<file path="src/logic/sdram_map_defines.svh">
/*
 * Memory map constants for the arcade SDRAM map.
 * Region starts are byte offsets into the download stream after the header.
 * Include wherever the map or the header layout is needed.
 */
`ifndef SDRAM_MAP_DEFINES_SVH
`define SDRAM_MAP_DEFINES_SVH

// Download regions, offsets after the header
`define BA1_START   25'h00_0800    // Sound ROMs
`define BA2_START   25'h00_0C00    // Graphics ROMs

// Header layout
`define HEADER_LEN  25'd32
`define HDR_DEC     5'h10          // Decryption flags
`define HDR_GAME    5'h18          // Game id

// Work RAM word offset in bank 0
`define RAM_OFFSET  22'h00_1000

`endif

</file>
<file path="src/logic/sdram_map_pkg.sv">
/*
 * Types shared by the SDRAM map modules.
 * Referenced with scoped names, never imported.
 */
package sdram_map_pkg;

    // Word address into one SDRAM bank
    typedef logic [21:0] sdram_addr_t;

    // Controller data word
    typedef logic [15:0] sdram_word_t;

    // Bank number
    typedef logic [1:0] bank_sel_t;

    // Download byte address
    typedef logic [24:0] ioctl_addr_t;

    // Cached line tag, word address plus one qualifier bit in the LSB
    // (byte select for 8-bit slots, write flag for the RAM slot)
    typedef logic [22:0] slot_key_t;

    // Banks targeted by the downloader
    localparam bank_sel_t BANK_MAIN = 2'd0;
    localparam bank_sel_t BANK_SND  = 2'd1;
    localparam bank_sel_t BANK_GFX  = 2'd2;

endpackage

</file>
<file path="src/logic/bank_req_if.sv">
/*
 * Request and return lines of one SDRAM bank.
 * Slot modules take the bank modport, the controller side is ctrl.
 */
interface bank_req_if;

    sdram_map_pkg::sdram_addr_t addr;
    logic                       rd;
    logic                       wr;
    sdram_map_pkg::sdram_word_t din;
    logic [1:0]                 wrmask;     // Active low

    logic                       ack;        // Request taken
    logic                       dst;        // First word on data_read
    logic                       rdy;        // Second word, or write done
    sdram_map_pkg::sdram_word_t data_read;

    modport bank (
        output addr, rd, wr, din, wrmask,
        input  ack, dst, rdy, data_read
    );

    modport ctrl (
        input  addr, rd, wr, din, wrmask,
        output ack, dst, rdy, data_read
    );

endinterface

</file>
<file path="src/logic/rom_dwnld.sv">
/*
 * ROM download into SDRAM.
 * Decodes the 32-byte header, then pairs bytes into words and writes
 * each word to the bank of its region, holding the request until prog_ack.
 * Bytes must be spaced so a word completes before the next pair ends.
 */
`include "sdram_map_defines.svh"

module rom_dwnld (
    input  logic                       clk,
    input  logic                       rst,
    input  logic                       downloading,
    input  sdram_map_pkg::ioctl_addr_t ioctl_addr,
    input  logic [7:0]                 ioctl_data,
    input  logic                       ioctl_wr,
    output sdram_map_pkg::sdram_addr_t prog_addr,
    output sdram_map_pkg::sdram_word_t prog_data,
    output logic [1:0]                 prog_mask,
    output sdram_map_pkg::bank_sel_t   prog_ba,
    output logic                       prog_we,
    input  logic                       prog_ack,
    output logic [7:0]                 game_id,
    output logic                       dec_en,
    output logic                       dec_type,
    output logic                       dwnld_busy
);

    localparam sdram_map_pkg::ioctl_addr_t HDR_LEN = `HEADER_LEN;
    localparam sdram_map_pkg::ioctl_addr_t BA1     = `BA1_START;
    localparam sdram_map_pkg::ioctl_addr_t BA2     = `BA2_START;

    logic                       byte_wr, header;
    sdram_map_pkg::ioctl_addr_t offset, rel;
    sdram_map_pkg::bank_sel_t   region;
    logic [7:0]                 low_byte;   // Even byte waiting for its pair

    assign byte_wr    = downloading && ioctl_wr;
    assign header     = ioctl_addr < HDR_LEN;
    assign offset     = ioctl_addr - HDR_LEN;
    assign prog_mask  = 2'b00;              // Both bytes written
    assign dwnld_busy = downloading | prog_we;

    // Region lookup and offset inside it
    always_comb begin
        if (offset < BA1) begin
            region = sdram_map_pkg::BANK_MAIN;
            rel    = offset;
        end else if (offset < BA2) begin
            region = sdram_map_pkg::BANK_SND;
            rel    = offset - BA1;
        end else begin
            region = sdram_map_pkg::BANK_GFX;
            rel    = offset - BA2;
        end
    end

    always_ff @(posedge clk) begin
        if (rst) begin
            game_id  <= '0;
            dec_en   <= 1'b0;
            dec_type <= 1'b0;
        end else if (byte_wr && header) begin
            if (ioctl_addr[4:0] == `HDR_GAME)
                game_id <= ioctl_data;
            if (ioctl_addr[4:0] == `HDR_DEC) begin
                dec_en   <= |ioctl_data[1:0];
                dec_type <= ioctl_data[1];
            end
        end
    end

    always_ff @(posedge clk) begin
        if (rst)
            prog_we <= 1'b0;
        else if (byte_wr && !header && offset[0])
            prog_we <= 1'b1;                // Word complete on the odd byte
        else if (prog_ack)
            prog_we <= 1'b0;
    end

    always_ff @(posedge clk) begin
        if (byte_wr && !header) begin
            if (!offset[0]) begin
                low_byte <= ioctl_data;
            end else begin
                prog_data <= {ioctl_data, low_byte};
                prog_addr <= rel[22:1];
                prog_ba   <= region;
            end
        end
    end

    // No byte buffer, so the source must wait for the pending word
    a_no_overrun: assert property (@(posedge clk) disable iff (rst)
        prog_we && !prog_ack |-> !ioctl_wr)
        else $error("ioctl_wr while a word waits for prog_ack");

endmodule

</file>
<file path="src/logic/rom_slots.sv">
/*
 * Read-only SDRAM bank shared by two slots of the same payload type.
 * Each slot keeps a one-line cache. Misses go to the controller, slot 0 first.
 * 8-bit slots use byte addresses, 16-bit word addresses, 32-bit pair addresses.
 */
module rom_slots #(
    parameter type                        slot_t  = logic [7:0],
    parameter int                         AW0     = 10,
    parameter int                         AW1     = 10,
    parameter sdram_map_pkg::sdram_addr_t OFFSET1 = '0
) (
    input  logic            clk,
    input  logic            rst,
    input  logic            cs0,
    input  logic [AW0-1:0]  addr0,
    output slot_t           dout0,
    output logic            ok0,
    input  logic            cs1,
    input  logic [AW1-1:0]  addr1,
    output slot_t           dout1,
    output logic            ok1,
    bank_req_if.bank        bus
);

    localparam int DW = $bits(slot_t);

    sdram_map_pkg::slot_key_t   key [2];
    sdram_map_pkg::slot_key_t   tag [2];
    sdram_map_pkg::slot_key_t   req_key;
    slot_t                      cache [2];
    sdram_map_pkg::sdram_word_t first;      // Word taken at dst
    logic [31:0]                fill;
    logic [1:0]                 cs, hit, miss, valid, ok_r;
    logic                       busy, sel, req;

    function automatic sdram_map_pkg::sdram_addr_t word_of(input logic [31:0] a);
        logic [31:0] w;
        if (DW == 8)
            w = a >> 1;
        else if (DW == 16)
            w = a;
        else
            w = a << 1;
        return w[21:0];
    endfunction

    assign key[0] = {word_of(32'(addr0)), DW == 8 ? addr0[0] : 1'b0};
    assign key[1] = {word_of(32'(addr1)) + OFFSET1, DW == 8 ? addr1[0] : 1'b0};
    assign cs     = {cs1, cs0};
    assign miss   = cs & ~hit;

    always_comb begin
        for (int i = 0; i < 2; i++)
            hit[i] = valid[i] && tag[i] == key[i];
    end

    // Line data by payload width
    always_comb begin
        fill = {bus.data_read, first};      // rdy word is the high half
        if (DW == 16)
            fill = {16'd0, first};
        else if (DW == 8)
            fill = {24'd0, req_key[0] ? first[15:8] : first[7:0]};
    end

    assign bus.addr   = req_key[22:1];
    assign bus.rd     = req;
    assign bus.wr     = 1'b0;
    assign bus.din    = '0;
    assign bus.wrmask = 2'b11;

    assign dout0 = cache[0];
    assign dout1 = cache[1];
    assign ok0   = ok_r[0];
    assign ok1   = ok_r[1];

    always_ff @(posedge clk) begin
        if (rst) begin
            busy  <= 1'b0;
            req   <= 1'b0;
            sel   <= 1'b0;
            valid <= 2'b00;
            ok_r  <= 2'b00;
        end else begin
            ok_r <= cs & hit;
            if (!busy) begin
                if (miss != 2'b00) begin
                    busy <= 1'b1;
                    req  <= 1'b1;
                    sel  <= ~miss[0];       // Slot 0 wins
                end
            end else begin
                if (bus.ack)
                    req <= 1'b0;
                if (bus.rdy) begin
                    busy       <= 1'b0;
                    valid[sel] <= 1'b1;
                end
            end
        end
    end

    always_ff @(posedge clk) begin
        if (!busy && miss != 2'b00)
            req_key <= miss[0] ? key[0] : key[1];
        if (busy && bus.dst)
            first <= bus.data_read;
        if (busy && bus.rdy) begin
            tag[sel]   <= req_key;
            cache[sel] <= slot_t'(fill[DW-1:0]);
        end
    end

    a_rd_held: assert property (@(posedge clk) disable iff (rst)
        bus.rd && !bus.ack |=> bus.rd && $stable(bus.addr))
        else $error("rd dropped or address moved before ack");

endmodule

</file>
<file path="src/logic/ram_slots.sv">
/*
 * Bank 0 of the main CPU: work RAM slot with writes, program ROM slot.
 * RAM has priority. A finished write stays reported while the CPU holds
 * cs and the address, and replaces the RAM slot's cached line.
 */
`include "sdram_map_defines.svh"

module ram_slots #(
    parameter int RAW = 10,
    parameter int ROW = 10
) (
    input  logic                       clk,
    input  logic                       rst,
    input  logic                       ram_cs,
    input  logic [RAW-1:0]             ram_addr,
    input  logic                       ram_we,
    input  sdram_map_pkg::sdram_word_t ram_din,
    input  logic [1:0]                 ram_mask,   // Active low
    output sdram_map_pkg::sdram_word_t ram_dout,
    output logic                       ram_ok,
    input  logic                       rom_cs,
    input  logic [ROW-1:0]             rom_addr,
    output sdram_map_pkg::sdram_word_t rom_dout,
    output logic                       rom_ok,
    bank_req_if.bank                   bus
);

    sdram_map_pkg::slot_key_t   key [2];
    sdram_map_pkg::slot_key_t   tag [2];
    sdram_map_pkg::slot_key_t   req_key;    // LSB set for a write
    sdram_map_pkg::sdram_word_t cache [2];
    sdram_map_pkg::sdram_word_t wdata;
    logic [1:0]                 wmask;
    logic [1:0]                 cs, hit, miss, valid, ok_r;
    logic                       busy, sel, req, wr_line;

    assign key[0]  = {`RAM_OFFSET + 22'(ram_addr), ram_we};
    assign key[1]  = {22'(rom_addr), 1'b0};
    assign cs      = {rom_cs, ram_cs};
    assign miss    = cs & ~hit;
    assign wr_line = valid[0] && tag[0][0];

    always_comb begin
        for (int i = 0; i < 2; i++)
            hit[i] = valid[i] && tag[i] == key[i];
    end

    assign bus.addr   = req_key[22:1];
    assign bus.rd     = req && !req_key[0];
    assign bus.wr     = req && req_key[0];
    assign bus.din    = wdata;
    assign bus.wrmask = wmask;

    assign ram_dout = cache[0];
    assign rom_dout = cache[1];
    assign ram_ok   = ok_r[0];
    assign rom_ok   = ok_r[1];

    always_ff @(posedge clk) begin
        if (rst) begin
            busy  <= 1'b0;
            req   <= 1'b0;
            sel   <= 1'b0;
            valid <= 2'b00;
            ok_r  <= 2'b00;
        end else begin
            ok_r <= cs & hit;
            // Done write forgotten once the CPU moves on
            if (wr_line && !(cs[0] && hit[0]))
                valid[0] <= 1'b0;
            if (!busy) begin
                if (miss != 2'b00) begin
                    busy <= 1'b1;
                    req  <= 1'b1;
                    sel  <= ~miss[0];
                end
            end else begin
                if (bus.ack)
                    req <= 1'b0;
                if (bus.rdy) begin
                    busy       <= 1'b0;
                    valid[sel] <= 1'b1;
                end
            end
        end
    end

    always_ff @(posedge clk) begin
        if (!busy && miss != 2'b00) begin
            req_key <= miss[0] ? key[0] : key[1];
            wdata   <= ram_din;
            wmask   <= ram_mask;
        end
        if (busy && bus.dst && !req_key[0])
            cache[sel] <= bus.data_read;    // 16-bit slots use the first word
        if (busy && bus.rdy)
            tag[sel] <= req_key;
    end

    a_wr_held: assert property (@(posedge clk) disable iff (rst)
        bus.wr && !bus.ack |=> bus.wr && $stable(bus.din))
        else $error("write request changed before ack");

endmodule

</file>
<file path="src/logic/sdram_map.sv">
/*
 * Memory map of the board core on a four-bank SDRAM controller.
 * Bank 0 main CPU, bank 1 sound, bank 2 graphics, bank 3 unused.
 * The downloader fills the banks before the slots are used.
 */
module sdram_map (
    input  logic                       clk,
    input  logic                       rst,
    input  logic                       lvbl,
    input  logic [8:0]                 vrender,

    // Download
    input  logic                       downloading,
    input  sdram_map_pkg::ioctl_addr_t ioctl_addr,
    input  logic [7:0]                 ioctl_data,
    input  logic                       ioctl_wr,
    output logic                       dwnld_busy,
    output logic [7:0]                 game_id,
    output logic                       dec_en,
    output logic                       dec_type,
    output sdram_map_pkg::sdram_addr_t prog_addr,
    output sdram_map_pkg::sdram_word_t prog_data,
    output logic [1:0]                 prog_mask,
    output sdram_map_pkg::bank_sel_t   prog_ba,
    output logic                       prog_we,
    input  logic                       prog_ack,

    // Main CPU, word addresses
    input  logic                       main_cs,
    input  logic                       ram_cs,
    input  logic [9:0]                 main_addr,
    input  logic                       main_rnw,
    input  logic [15:0]                main_dout,
    input  logic [1:0]                 dsn,
    output logic [15:0]                main_data,
    output logic [15:0]                ram_data,
    output logic                       main_ok,
    output logic                       ram_ok,

    // Sound, byte addresses
    input  logic                       snd_cs,
    input  logic [9:0]                 snd_addr,
    output logic [7:0]                 snd_data,
    output logic                       snd_ok,
    input  logic                       pcm_cs,
    input  logic [8:0]                 pcm_addr,
    output logic [7:0]                 pcm_data,
    output logic                       pcm_ok,

    // Graphics, 32-bit addresses
    input  logic [7:0]                 char_addr,
    output logic [31:0]                char_data,
    output logic                       char_ok,
    input  logic [6:0]                 scr_addr,
    output logic [31:0]                scr_data,
    output logic                       scr_ok,

    // SDRAM controller
    output logic [21:0]                ba0_addr,
    output logic [21:0]                ba1_addr,
    output logic [21:0]                ba2_addr,
    output logic [2:0]                 ba_rd,
    output logic                       ba_wr,
    output logic [15:0]                ba0_din,
    output logic [1:0]                 ba0_din_m,
    input  logic [2:0]                 ba_ack,
    input  logic [2:0]                 ba_dst,
    input  logic [2:0]                 ba_rdy,
    input  logic [15:0]                data_read
);

    // Word offsets of the second slot inside banks 1 and 2
    localparam sdram_map_pkg::sdram_addr_t PCM_OFFSET = 22'h100;
    localparam sdram_map_pkg::sdram_addr_t SCR_OFFSET = 22'h100;

    bank_req_if bus [3] ();

    for (genvar i = 0; i < 3; i++) begin : g_bank
        assign bus[i].ack       = ba_ack[i];
        assign bus[i].dst       = ba_dst[i];
        assign bus[i].rdy       = ba_rdy[i];
        assign bus[i].data_read = data_read;
        assign ba_rd[i]         = bus[i].rd;
    end

    assign ba0_addr  = bus[0].addr;
    assign ba1_addr  = bus[1].addr;
    assign ba2_addr  = bus[2].addr;
    assign ba_wr     = bus[0].wr;          // Only bank 0 writes after download
    assign ba0_din   = bus[0].din;
    assign ba0_din_m = bus[0].wrmask;

    rom_dwnld u_dwnld (
        .clk, .rst, .downloading,
        .ioctl_addr, .ioctl_data, .ioctl_wr,
        .prog_addr, .prog_data, .prog_mask, .prog_ba,
        .prog_we, .prog_ack,
        .game_id, .dec_en, .dec_type, .dwnld_busy
    );

    ram_slots #(.RAW(10), .ROW(10)) u_bank0 (
        .clk, .rst,
        .ram_cs   ( ram_cs    ),
        .ram_addr ( main_addr ),
        .ram_we   ( ~main_rnw ),
        .ram_din  ( main_dout ),
        .ram_mask ( dsn       ),
        .ram_dout ( ram_data  ),
        .ram_ok   ( ram_ok    ),
        .rom_cs   ( main_cs   ),
        .rom_addr ( main_addr ),
        .rom_dout ( main_data ),
        .rom_ok   ( main_ok   ),
        .bus      ( bus[0]    )
    );

    rom_slots #(
        .slot_t(logic [7:0]), .AW0(10), .AW1(9), .OFFSET1(PCM_OFFSET)
    ) u_bank1 (
        .clk, .rst,
        .cs0   ( snd_cs   ), .addr0 ( snd_addr ), .dout0 ( snd_data ), .ok0 ( snd_ok ),
        .cs1   ( pcm_cs   ), .addr1 ( pcm_addr ), .dout1 ( pcm_data ), .ok1 ( pcm_ok ),
        .bus   ( bus[1]   )
    );

    // Graphics fetch only in blanking, on line 0 or from line 256
    rom_slots #(
        .slot_t(logic [31:0]), .AW0(8), .AW1(7), .OFFSET1(SCR_OFFSET)
    ) u_bank2 (
        .clk, .rst,
        .cs0   ( !lvbl || vrender == 9'd0 || vrender[8] ),
        .addr0 ( char_addr ), .dout0 ( char_data ), .ok0 ( char_ok ),
        .cs1   ( !lvbl || vrender == 9'd0 || vrender[8] ),
        .addr1 ( scr_addr  ), .dout1 ( scr_data  ), .ok1 ( scr_ok  ),
        .bus   ( bus[2]    )
    );

endmodule

</file>
<file path="config.mk">
export PLATFORM = sky130hd
export DESIGN_NAME = sdram_map
export DESIGN_NICKNAME = d
export VERILOG_FILES = /design/src/logic/sdram_map_pkg.sv /design/src/logic/bank_req_if.sv /design/src/logic/rom_dwnld.sv /design/src/logic/rom_slots.sv /design/src/logic/ram_slots.sv /design/src/logic/sdram_map.sv
export VERILOG_INCLUDE_DIRS = /design/src /design/src/logic
export SDC_FILE = /design/constraint.sdc
export NUM_CORES = 1
export LEC_CHECK = 0
export BUFFER_PORTS_ARGS = -buffer_cell sky130_fd_sc_hd__buf_4
export CAP_MARGIN = 30
export CORE_MARGIN = 10
export CORE_UTILIZATION = 55
export CTS_BUF_LIST = sky130_fd_sc_hd__clkbuf_8 sky130_fd_sc_hd__clkbuf_16
export DETAILED_ROUTE_END_ITERATION = 10
export PLACE_DENSITY = 0.85
export SYNTH_ARGS = -nofsm -noshare
export SYNTH_HDL_FRONTEND = slang
export SYNTH_SLANG_ARGS = --single-unit
</file>
<file path="constraint.sdc">
create_clock -name clk -period 8.2 [get_ports clk]
set_input_delay 1.64 -clock clk [delete_from_list [all_inputs] [get_ports clk]]
set_output_delay 1.64 -clock clk [all_outputs]
set_load 0.02 [all_outputs]
</file>
==> summary.txt <==
layout cell share with drive strength beyond 1 - 0.398
Final Hold Fails - 0
Post-Synth XOR/XNOR Area - 0.0541
relative slew slack - 0.307
area share of and/or/nand/nor cells after synthesis - 0.0819
Final Setup Violations - 0
#FFs+latches synth - 332
Mean Syn Cell Area - 16.6 µm²
Layout area overhead - 30.3%
Syn Inst Count - 760
slowest library cell on the worst path - a2111o_1
GRT Resource Usage Total - 0.222
ys async rst share - 0
height of the die - 172 µm
pwr/cell area - 226 nW/µm²
vias per cell - 5.36
mux cell area share after synthesis - 0.0285
cts repair resizes - 0
largest family of logic cells by synthesized area - simple AND/OR/NAND/NOR gates
WP data arrival - 5.08 ns
# H-tree levels - 2
Final HPWL DP - 25.4 mm
Final nets - 1274
vias in the first global route - 7992
core area - 22600 µm²
top_reg_cell synth - edfxtp_1
number of warnings issued by yosys - 0
grt ovf - 0
Final Slew Violations - 0
clock sinks - 332
Setup TNS Final - 0 ns
top cells by count, synth - 300 x edfxtp_1, 63 x buf_4, 51 x nor2_1
CP startpoint kind - input pin
cts hold-fix bufs - 0
Vias - 7706
Mapped Area - 12600 µm²
Min-Delay Path Class - flip-flop to flip-flop
crit-path cells - buf_4, inv_1, ha_1, nor3b_2, nand2_1, xor2_1, inv_1, ha_1, nor4b_1, nand2_1, a2111o_1, nor2_2, nand3_1, o211ai_1, o21ai_0
Post-synth EDFFs - 300
wire per inst - 23.5 µm
global-route wire length before repair - 49.1 mm
DRC violations left - 0
total CTS buffers - 34
Site Rows - 55
outcome - complete, no violations
Max Fclk - 205 MHz
clock-pin slew on the worst setup and hold paths - 0.06 ns
Initial Utilization - 0.558
top cells by area, synth - edfxtp_1 71%, dfxtp_1 5.1%, buf_4 3.7%
# port buffers - 359
Clock Tree Buf Depth - 3
Yosys cell types - 63
critical path peak fanout - 6
Clock Skews - 0.0188 ns
crit end category - flip-flop
Critical Path RT - 8.40 ns
register area share after synthesis - 0.764
top cell type's share of synthesized area - 0.713
pin count of the biggest net entering global routing - 42
DRT iter0 DRCs - 445
Critical Setup Path Class - input pin to flip-flop
DRT Pass-1 Iters - 5
max incr delay on CP - 0.52 ns
initial antenna violation count - 1
Root Driver - clkbuf_16
Max Cap Viol - 0
post-route clock period utilization - 0.595
leakage power - 6.34 nW
most instantiated library cell after synthesis - edfxtp_1
gpl congestion - 0.873
worst vdd ir - 0.203 mV
IO Count - 400
Die ar. - 29400 µm²
post-synth top area cell - edfxtp_1
Synth Area in Compound Gates - 0.0242
Antenna Nets Post-Route - 0
CTS tree - done
worst-margin pin slew - 1.04 ns
final WL - 33.8 mm
clk_lat worst skew - 0.52 ns
Die X - 172 µm
setup bufs post-CTS - 0
Hold WS - 0.414 ns
diode count - 0
minimum clock period after layout - 4.88 ns
RSZ-0062 raised after global routing - false
post-synthesis adder-cell area fraction - 0.00475
sequential cells by signal, summed over array words and instances, names as in the netlist, 16 cells and up:
register           count
u_bank0.cache         32
u_bank1.first         16
u_bank1.cache         16
u_bank1.tag           20
u_bank2.cache         64
u_bank0.tag           24
u_bank2.first         16
u_dwnld.prog_data     16
u_dwnld.prog_addr     22
u_bank2.tag           16
u_bank0.bus.din       16
report_power, final:
group | total (mW) | internal (mW) | switching, mW
Sequential | 1.96 | 1.93 | 0.0349
Combinational | 0.341 | 0.137 | 0.204
Clock | 1.42 | 0.808 | 0.612
worst paths after layout:
path                            start               endpoint  slack [ns]  depth (start not counted)
hold / removal    u_dwnld.low_byte[2]   u_dwnld.prog_data[2]        0.41                          0
hold reg to reg   u_dwnld.low_byte[2]   u_dwnld.prog_data[2]        0.41                          0
setup / recovery        ioctl_addr[5]  u_dwnld.prog_addr[17]        3.32                         15
setup reg to reg    u_bank1.tag[0][7]     u_bank1.req_key[2]        5.71                          7
cell usage in the layout, fill, tap and decap left out, types with 6 or more instances in the layout:
master     synthesis  layout
buf_4             63     364
edfxtp_1         300     300
nor2_1            51      48
xor2_1            41      41
conb_1             1      40
clkbuf_16          0      35
xnor2_1           32      32
dfxtp_1           32      32
nand2_1           28      28
mux2_2            24      24
nor3_1            19      18
nand3_1           16      16
inv_1              7      15
nor4_1            13      13
nand4_1           13      13
a21oi_1           12      12
mux2i_1            9       9
clkinv_1           0       7
nor3b_1            7       6
critical path, delay by kind of cell:
| family | cells | cell delay, ns |
|---|---|---|
| buf+inv | 3 | 0.34 |
| fa+ha+maj | 2 | 0.49 |
| xor+xnor | 1 | 0.31 |
| simple gates | 6 | 1.38 |
| compound gates | 3 | 0.89 |
metrics by stage:
stage	utilization	cell area (µm²)	std cells	power, mW	worst slack [ns]
after global routing	0.727	16500	1438	3.85	3.09
after global placement	0.679	15400	1376	2.33	3.07
final	0.727	16500	1438	3.73	3.32
after floorplan	-	12800	799	2.18	3.55
after CTS	0.727	16500	1438	3.75	3.45
after detailed placement	0.682	15400	1379	2.34	2.94
layer usage:
layer	track usage	wire (µm)	up-vias	part of all wire
met5	0	13	-	0.00038
met4	0.0752	951	2	0.028
met3	0.0834	3370	70	0.10
met2	0.387	17600	362	0.52
met1	0.243	11900	3772	0.35
li1	-	-	3500	-
final cells by class:
type	count	area (µm²)
fill	1423	6180
sequential	332	9650
clock inverter	24	150
clock buffer	35	876
tap	285	357
multi-input combinational	388	2620
inverter	7	26.3
timing repair buffer	367	2780
cells by family after synthesis:
family,Yosys count
AO/OA/AOI/OAI,45
XOR/XNOR,75
adder cells (fa/ha/maj),5
buffers and inverters,79
flip-flops,332
multiplexers,33
other,1
AND/OR/NAND/NOR,190
(Power assumes the default switching activity.)
